--- src/logic/display_pkg.sv ---
package display_pkg;

   ////////////////////
   // seven-segment
   ////////////////////

   // one hex nibble of the score
   typedef logic [3:0] digit_t;

   // a in bit 0 through g in bit 6, low lights the segment
   typedef logic [6:0] segments_t;

   // low selects the digit
   typedef logic [3:0] anodes_t;

   // which of the four digits is lit
   typedef logic [1:0] digit_sel_t;

   // scan timing
   typedef logic [7:0] scan_count_t;
   localparam scan_count_t SCAN_CYCLES = 8'd4;

endpackage

--- src/logic/kitchen_pkg.sv ---
package kitchen_pkg;

   ////////////////////
   // grid coordinates
   ////////////////////

   // column 0..12, row 0..7, row 0 on top
   typedef logic [3:0] tile_x_t;
   typedef logic [2:0] tile_y_t;

   localparam int GRID_COLS = 13;
   localparam int GRID_ROWS = 8;

   // last legal column and row
   localparam tile_x_t LAST_X = tile_x_t'(GRID_COLS - 1);
   localparam tile_y_t LAST_Y = tile_y_t'(GRID_ROWS - 1);

   // fixed stations
   localparam tile_x_t SUPPLY_X = 4'd0;
   localparam tile_y_t SUPPLY_Y = 3'd0;
   localparam tile_x_t WINDOW_X = 4'd12;
   localparam tile_y_t WINDOW_Y = 3'd0;

   ////////////////////
   // items and facing
   ////////////////////

   typedef logic [1:0] item_t;
   localparam item_t ITEM_NONE    = 2'd0;
   localparam item_t ITEM_RAW     = 2'd1;
   localparam item_t ITEM_CHOPPED = 2'd2;

   typedef logic [1:0] dir_t;
   localparam dir_t DIR_UP    = 2'd0;
   localparam dir_t DIR_RIGHT = 2'd1;
   localparam dir_t DIR_DOWN  = 2'd2;
   localparam dir_t DIR_LEFT  = 2'd3;

   // reset spot, next to the supply and facing it
   localparam tile_x_t START_X   = 4'd1;
   localparam tile_y_t START_Y   = 3'd0;
   localparam dir_t    START_DIR = DIR_LEFT;

   // chop progress per tile, and the count that finishes an onion
   typedef logic [1:0] chop_t;
   localparam chop_t CHOP_PRESSES = 2'd3;

   typedef logic [15:0] score_t;

endpackage

--- src/logic/player_action_if.sv ---
`timescale 1ns/1ps

interface player_action_if import kitchen_pkg::*; ();

   // tile in front of the player
   tile_x_t target_x;
   tile_y_t target_y;
   // low when the player faces the border
   logic    target_valid;

   // one-cycle action pulses
   logic    chop;
   logic    pick;
   logic    drop;

   // motion side
   modport source (output target_x, target_y, target_valid, chop, pick, drop);

   // grid side, consumes every pulse in the cycle it arrives
   modport sink (input target_x, target_y, target_valid, chop, pick, drop);

endinterface

--- src/logic/button_debounce.sv ---
`timescale 1ns/1ps

module button_debounce #(
   parameter int debounce_cycles = 1000000
) (
   input  logic clock_in,
   input  logic reset_in,
   input  logic noisy,
   output logic clean,
   output logic rise,
   output logic fall
);

   typedef logic [$clog2(debounce_cycles + 1) - 1:0] count_t;

   // cycles since the raw input last changed
   count_t count;
   // last raw sample
   logic   sample;

   always_ff @(posedge clock_in) begin
      if (reset_in) begin
         // start settled on whatever the pin shows
         sample <= noisy;
         clean  <= noisy;
         count  <= '0;
         rise   <= 1'b0;
         fall   <= 1'b0;
      end else begin
         rise <= 1'b0;
         fall <= 1'b0;
         if (noisy != sample) begin
            // bounce, restart the stability window
            sample <= noisy;
            count  <= '0;
         end else if (count != count_t'(debounce_cycles)) begin
            count <= count + 1'b1;
         end else if (clean != sample) begin
            // stable long enough, take it and flag the edge
            clean <= sample;
            rise  <= sample;
            fall  <= ~sample;
         end
      end
   end

endmodule

--- src/logic/kitchen_grid.sv ---
`timescale 1ns/1ps

module kitchen_grid import kitchen_pkg::*; (
   input  logic          clock_in,
   input  logic          reset_in,
   player_action_if.sink action,
   output item_t         held_item,
   output score_t        score
);

   // item and chop progress for every tile
   item_t grid_item [GRID_ROWS][GRID_COLS];
   chop_t grid_chop [GRID_ROWS][GRID_COLS];

   ////////////////////
   // faced tile
   ////////////////////

   item_t tile_item;
   chop_t tile_chop;
   logic  at_supply;
   logic  at_window;
   logic  on_floor;

   assign tile_item = grid_item[action.target_y][action.target_x];
   assign tile_chop = grid_chop[action.target_y][action.target_x];

   assign at_supply = action.target_valid &&
                      (action.target_x == SUPPLY_X) && (action.target_y == SUPPLY_Y);
   assign at_window = action.target_valid &&
                      (action.target_x == WINDOW_X) && (action.target_y == WINDOW_Y);
   // anything else in range is plain floor
   assign on_floor  = action.target_valid && !at_supply && !at_window;

   ////////////////////
   // rules
   ////////////////////

   always_ff @(posedge clock_in) begin
      if (reset_in) begin
         for (int row = 0; row < GRID_ROWS; row++) begin
            for (int col = 0; col < GRID_COLS; col++) begin
               grid_item[row][col] <= ITEM_NONE;
               grid_chop[row][col] <= '0;
            end
         end
         held_item <= ITEM_NONE;
         score     <= '0;
      end else if (action.pick && held_item == ITEM_NONE) begin
         // supply never runs out
         if (at_supply) begin
            held_item <= ITEM_RAW;
         end else if (on_floor && tile_item != ITEM_NONE) begin
            held_item                                   <= tile_item;
            grid_item[action.target_y][action.target_x] <= ITEM_NONE;
            grid_chop[action.target_y][action.target_x] <= '0;
         end
      end else if (action.drop && held_item != ITEM_NONE) begin
         // window only takes finished onions, raw stays in hand
         if (at_window && held_item == ITEM_CHOPPED) begin
            score     <= score + 16'd1;
            held_item <= ITEM_NONE;
         end else if (on_floor && tile_item == ITEM_NONE) begin
            grid_item[action.target_y][action.target_x] <= held_item;
            grid_chop[action.target_y][action.target_x] <= '0;
            held_item                                   <= ITEM_NONE;
         end
      end else if (action.chop && on_floor && tile_item == ITEM_RAW) begin
         // last press finishes the onion
         if (tile_chop == CHOP_PRESSES - 2'd1) begin
            grid_item[action.target_y][action.target_x] <= ITEM_CHOPPED;
            grid_chop[action.target_y][action.target_x] <= '0;
         end else begin
            grid_chop[action.target_y][action.target_x] <= tile_chop + 2'd1;
         end
      end
   end

endmodule

--- src/logic/kitchen_top.sv ---
`timescale 1ns/1ps

module kitchen_top import kitchen_pkg::*, display_pkg::*; #(
   parameter int debounce_cycles = 1000000
) (
   input  logic      clock_in,
   input  logic      reset_in,
   input  logic      btn_left,
   input  logic      btn_right,
   input  logic      btn_up,
   input  logic      btn_down,
   input  logic      btn_chop,
   input  logic      carry_switch,
   output tile_x_t   player_x,
   output tile_y_t   player_y,
   output dir_t      facing,
   output item_t     held_item,
   output score_t    score,
   output segments_t seg_cathodes,
   output anodes_t   seg_anodes
);

   ////////////////////
   // debounced edges
   ////////////////////

   logic left_rise, right_rise, up_rise, down_rise, chop_rise;
   logic carry_rise, carry_fall;

   // buttons only need the press edge
   button_debounce #(.debounce_cycles(debounce_cycles)) u_db_left (.clock_in, .reset_in,
      .noisy(btn_left), .clean(), .rise(left_rise), .fall());
   button_debounce #(.debounce_cycles(debounce_cycles)) u_db_right (.clock_in, .reset_in,
      .noisy(btn_right), .clean(), .rise(right_rise), .fall());
   button_debounce #(.debounce_cycles(debounce_cycles)) u_db_up (.clock_in, .reset_in,
      .noisy(btn_up), .clean(), .rise(up_rise), .fall());
   button_debounce #(.debounce_cycles(debounce_cycles)) u_db_down (.clock_in, .reset_in,
      .noisy(btn_down), .clean(), .rise(down_rise), .fall());
   button_debounce #(.debounce_cycles(debounce_cycles)) u_db_chop (.clock_in, .reset_in,
      .noisy(btn_chop), .clean(), .rise(chop_rise), .fall());
   // carry switch picks up on rise, puts down on fall
   button_debounce #(.debounce_cycles(debounce_cycles)) u_db_carry (.clock_in, .reset_in,
      .noisy(carry_switch), .clean(), .rise(carry_rise), .fall(carry_fall));

   ////////////////////
   // game core
   ////////////////////

   player_action_if u_action ();

   player_motion u_player_motion (.clock_in, .reset_in,
      .move_left(left_rise), .move_right(right_rise), .move_up(up_rise),
      .move_down(down_rise), .chop_press(chop_rise), .carry_rise, .carry_fall,
      .action(u_action.source), .player_x, .player_y, .facing);

   kitchen_grid u_kitchen_grid (.clock_in, .reset_in, .action(u_action.sink),
      .held_item, .score);

   // score in hex on the four digits
   seg_display u_seg_display (.clock_in, .reset_in, .score, .seg_cathodes, .seg_anodes);

endmodule

--- src/logic/player_motion.sv ---
`timescale 1ns/1ps

module player_motion import kitchen_pkg::*; (
   input  logic            clock_in,
   input  logic            reset_in,
   input  logic            move_left,
   input  logic            move_right,
   input  logic            move_up,
   input  logic            move_down,
   input  logic            chop_press,
   input  logic            carry_rise,
   input  logic            carry_fall,
   player_action_if.source action,
   output tile_x_t         player_x,
   output tile_y_t         player_y,
   output dir_t            facing
);

   ////////////////////
   // position and facing
   ////////////////////

   // priority up, right, down, left
   // facing always turns, the step is clamped at the border
   always_ff @(posedge clock_in) begin
      if (reset_in) begin
         player_x <= START_X;
         player_y <= START_Y;
         facing   <= START_DIR;
      end else if (move_up) begin
         facing <= DIR_UP;
         if (player_y != 3'd0) player_y <= player_y - 1'b1;
      end else if (move_right) begin
         facing <= DIR_RIGHT;
         if (player_x != LAST_X) player_x <= player_x + 1'b1;
      end else if (move_down) begin
         facing <= DIR_DOWN;
         if (player_y != LAST_Y) player_y <= player_y + 1'b1;
      end else if (move_left) begin
         facing <= DIR_LEFT;
         if (player_x != 4'd0) player_x <= player_x - 1'b1;
      end
   end

   ////////////////////
   // target tile
   ////////////////////

   // neighbour in the facing direction
   always_comb begin
      action.target_x     = player_x;
      action.target_y     = player_y;
      action.target_valid = 1'b0;
      case (facing)
         DIR_UP: begin
            action.target_y     = player_y - 1'b1;
            action.target_valid = (player_y != 3'd0);
         end
         DIR_RIGHT: begin
            action.target_x     = player_x + 1'b1;
            action.target_valid = (player_x != LAST_X);
         end
         DIR_DOWN: begin
            action.target_y     = player_y + 1'b1;
            action.target_valid = (player_y != LAST_Y);
         end
         default: begin
            action.target_x     = player_x - 1'b1;
            action.target_valid = (player_x != 4'd0);
         end
      endcase
   end

   // action pulses, one cycle behind the debounced edge
   always_ff @(posedge clock_in) begin
      if (reset_in) begin
         action.chop <= 1'b0;
         action.pick <= 1'b0;
         action.drop <= 1'b0;
      end else begin
         action.chop <= chop_press;
         action.pick <= carry_rise;
         action.drop <= carry_fall;
      end
   end

endmodule

--- src/logic/seg_display.sv ---
`timescale 1ns/1ps

module seg_display import kitchen_pkg::*, display_pkg::*; (
   input  logic      clock_in,
   input  logic      reset_in,
   input  score_t    score,
   output segments_t seg_cathodes,
   output anodes_t   seg_anodes
);

   scan_count_t scan_count;
   digit_sel_t  digit_sel;
   digit_t      digit;

   // hold each digit SCAN_CYCLES clocks, digit 0 first
   always_ff @(posedge clock_in) begin
      if (reset_in) begin
         scan_count <= '0;
         digit_sel  <= '0;
      end else if (scan_count == SCAN_CYCLES - 8'd1) begin
         scan_count <= '0;
         digit_sel  <= digit_sel + 1'b1;
      end else begin
         scan_count <= scan_count + 8'd1;
      end
   end

   // nibble k on anode k
   assign digit      = score[digit_sel * 4 +: 4];
   assign seg_anodes = ~(anodes_t'(1) << digit_sel);

   // hex decode, patterns written active high then inverted
   always_comb begin
      case (digit)
         4'h0: seg_cathodes = ~7'h3F;
         4'h1: seg_cathodes = ~7'h06;
         4'h2: seg_cathodes = ~7'h5B;
         4'h3: seg_cathodes = ~7'h4F;
         4'h4: seg_cathodes = ~7'h66;
         4'h5: seg_cathodes = ~7'h6D;
         4'h6: seg_cathodes = ~7'h7D;
         4'h7: seg_cathodes = ~7'h07;
         4'h8: seg_cathodes = ~7'h7F;
         4'h9: seg_cathodes = ~7'h6F;
         4'hA: seg_cathodes = ~7'h77;
         4'hB: seg_cathodes = ~7'h7C;
         4'hC: seg_cathodes = ~7'h39;
         4'hD: seg_cathodes = ~7'h5E;
         4'hE: seg_cathodes = ~7'h79;
         default: seg_cathodes = ~7'h71;
      endcase
   end

endmodule

--- config.mk ---
export PLATFORM = sky130hd
export DESIGN_NAME = kitchen_top
export DESIGN_NICKNAME = d
export VERILOG_FILES = /design/src/logic/display_pkg.sv /design/src/logic/kitchen_pkg.sv /design/src/logic/player_action_if.sv /design/src/logic/button_debounce.sv /design/src/logic/kitchen_grid.sv /design/src/logic/kitchen_top.sv /design/src/logic/player_motion.sv /design/src/logic/seg_display.sv
export SDC_FILE = /design/constraint.sdc
export NUM_CORES = 1
export LEC_CHECK = 0
export BUFFER_PORTS_ARGS = -buffer_cell sky130_fd_sc_hd__buf_4
export CORE_AREA = 5 5 285 287
export CTS_CLUSTER_DIAMETER = 200
export DETAILED_ROUTE_END_ITERATION = 8
export DIE_AREA = 0 0 290 292
export PLACE_DENSITY = 0.63
export SETUP_SLACK_MARGIN = 0.4
export SLEW_MARGIN = 20
export SYNTH_ARGS = -nofsm -noshare
export SYNTH_HDL_FRONTEND = slang
export SYNTH_HIERARCHICAL = 1
export SYNTH_SLANG_ARGS = --single-unit
--- constraint.sdc ---
create_clock -name clock_in -period 5.3 [get_ports clock_in]
set_clock_uncertainty 0.05 [all_clocks]
set_input_delay 1.06 -clock clock_in [delete_from_list [all_inputs] [get_ports clock_in]]
set_output_delay 1.06 -clock clock_in [all_outputs]
set_load 0.1 [all_outputs]
==> flow_metrics.tcl <==
set metrics [dict create \
    grt.overflow.total 0 \
    grt_pass1_wl_um 142000 \
    finalSetupTns_ns 0 \
    hp-class "reg2reg" \
    max_slew_margin_pct 31.2 \
    cp.required_ns 5.64 \
    power_frac_seq_pct 52.2 \
    antenna_found_initial 1 \
    cts.sinks 595 \
    grt_pass1_vias 23399 \
    critPathBufInv 3 \
    final_area_um2 35400 \
    fillers 7427 \
    num_rows 103 \
    h-tree-depth 2 \
    clk_pin_slew_ns 0.07 \
    cts_tree "yes" \
    maxCapViolations 0 \
    clockPowerShare_pct 44.2 \
    r2r_slack_ns 0.50 \
    drt_iter0_markers 2950 \
    clk_latency_ns 0.65 \
    cts-hold-fix-buffers 0 \
    p_leak_nw 11.3 \
    slew_viol_final 0 \
    worst_path_largest_cell_delay_ns 0.42 \
    switching_share_pct 21.8 \
    critical_path_class "reg2reg" \
    slowest_stage "a221o_1" \
    die_area_um2 84700 \
    ant_nets 0 \
    worst-endpoint-arrival_ns 5.13 \
    syn_avg_cell_area_um2 10.4 \
    area_delta_synth_final_pct 14.4 \
    fmaxAchievable_mhz 209 \
    crit_path_start_kind "flop" \
    die_w_um 290 \
    coreArea_um2 78400 \
    cp_cell_sequence "inv_1, ha_1, xor2_1, o21ai_4, nand2b_1, nor2_2, buf_12, a22o_1, a221oi_1, nand4_1, o211ai_1, o21ai_0, a211o_1, ha_2, and2_4, buf_12, a221o_1" \
    outcome "finished clean" \
    p_int_mw 7.80 \
    hold_violations 0 \
    critPathCaptureType "flop" \
    setup_viol 0 \
    tightest_slew_ns 1.03 \
    rsz0062_at_grt "no" \
    reg2reg_from "u_player_motion/player_y[0]$_SDFFE_PP0P_" \
    powerDensity_nw_per_um2 282 \
    yosysWarnings 6 \
    dpl.hpwl_um 60600 \
    grt_max_degree 112 \
    crit_top_cell "buf_12" \
    switchingPower_mw 2.17 \
    route.vias.total 24729 \
    crit_family "compound AO/OA/AOI/OAI gates" \
    nets 3048 \
    port_buffers 45 \
    drive_above_1_share_pct 14.0 \
    via_per_inst 6.02 \
    cp-startpoint "u_player_motion/player_y[0]$_SDFFE_PP0P_" \
    peakVddDrop_mv 0.246 \
    cts_root_buf "clkbuf_16" \
    cp_max_fo 32 \
    period_share_pct 90.5 \
    cts.path.max_buffers 3 \
    dr.pass1.iters 6 \
    die_h_um 292 \
    cts_buffers 61 \
    power_frac_comb_pct 3.6 \
    io_pins 46 \
    drc_errors 0 \
    period_needed_ns 4.80 \
    drt_wl_total_um 94400 \
    syn_inst 2986 \
    start_util_pct 39.5 \
    dpl-instance-area_um2 33000 \
    gp_congestion 0.923 \
    globalRouteTotalUtil_pct 21.0 \
    min_from "u_db_carry/fall$_SDFF_PP0_" \
    post_drt_wl_per_cell_um 23.0 \
    syn_area_um2 31000 \
    antenna_cells 0 \
]
registers in the layout (all words and copies together), names as in the netlist, 8 cells and up:
name,flops
u_kitchen_grid/grid_chop,208
u_kitchen_grid/grid_item,208
u_db_carry/count,20
u_db_chop/count,20
u_db_down/count,20
u_db_left/count,20
u_db_right/count,20
u_db_up/count,20
u_kitchen_grid/score,16
u_seg_display/scan_count,8
power by group through the flow:
stage          Clock, mW  Combinational, mW  Sequential (mW)
2_1_floorplan          0              0.266             5.26
3_3_place_gp           0              0.344             5.30
3_5_place_dp           0              0.351             5.30
4_1_cts             4.49              0.353             5.20
5_1_grt             4.67              0.391             5.21
6_report            4.41              0.358             5.20
layer usage:
layer | GRT usage (%) | vias up | part of all wire, %
met5 | 0 | - | 0.0085
met4 | 8.11 | 2 | 4.5
met3 | 4.02 | 264 | 11
met2 | 33.0 | 1392 | 45
met1 | 29.0 | 11997 | 40
li1 | - | 11074 | -
through the flow:
| stage | util [%] | cells | hold WS (ns) | total power, mW | setup slack (ns) |
|---|---|---|---|---|---|
| floorplan | - | 2993 | 0.364 | 5.52 | 0.404 |
| global placement | 42.1 | 3980 | 0.402 | 5.64 | 0.385 |
| detailed placement | 42.1 | 3980 | 0.404 | 5.65 | 0.400 |
| CTS | 44.8 | 4096 | 0.417 | 10.0 | 0.405 |
| global route | 45.2 | 4111 | 0.429 | 10.3 | 0.400 |
| finish | 45.2 | 4111 | 0.412 | 9.97 | 0.505 |
cells in the final DEF, fill, tap and decap left out, types with 9 or more instances in the layout:
cell and n:
mux4_2 54, nand3_1 75, edfxtp_1 428, a22o_1 9, or3_1 40, nand4_1 32
mux2_2 16, and3_1 20, nor4b_1 27, xnor2_1 9, a21oi_1 68, a22oi_1 33
a221oi_1 12, o21ai_0 70, clkbuf_16 66, inv_1 55, nor3_1 15, dfxtp_1 162
a221o_1 204, mux2i_1 48, clkinv_2 11, nor2b_1 13, buf_4 146, buf_12 30
nand2_1 216, nand2b_1 19, nor3b_1 18, nor2_1 750, xor2_1 88, o22ai_1 23
and4_1 32, ha_1 31, o31ai_1 10, clkinv_1 15
area by class of cell:
cell class	instances	area, um^2	share of cell area [%]
sequential	595	16200	45.8
multi-input combinational	2105	13700	38.7
timing repair buffer	189	1910	5.39
clock buffer	75	1670	4.72
tap	1050	1310	3.71
clock inverter	41	380	1.07
inverter	56	210	0.594
worst reg2reg max path, delay by kind of cell, from the launching register on:
kind	cells	cell delay (ns)
buffers and inverters	3	0.45
and+or+nand+nor	4	0.91
DFF	1	0.37
adders and majority gates	2	0.57
AOI/OAI and AO/OA	7	2.01
xor gates and xnor gates	1	0.18
final timing paths:
path	end	cells after the start
setup reg to reg	u_kitchen_grid/grid_item[0][14]$_SDFFCE_PN0P_	17
hold reg to reg	u_player_motion/action.drop$_SDFF_PP0_	1
hold / removal	u_player_motion/action.drop$_SDFF_PP0_	1
setup / recovery	u_kitchen_grid/grid_item[0][14]$_SDFFCE_PN0P_	17
timing repair:
item                                    in CTS  in global routing
endpoints found under the setup margin     139                730
gates cloned                                 0                  4
setup buffers                                0                 11
pin swaps                                    0                  5
gates resized for setup                      5                 34
(Power assumes the default switching activity.)
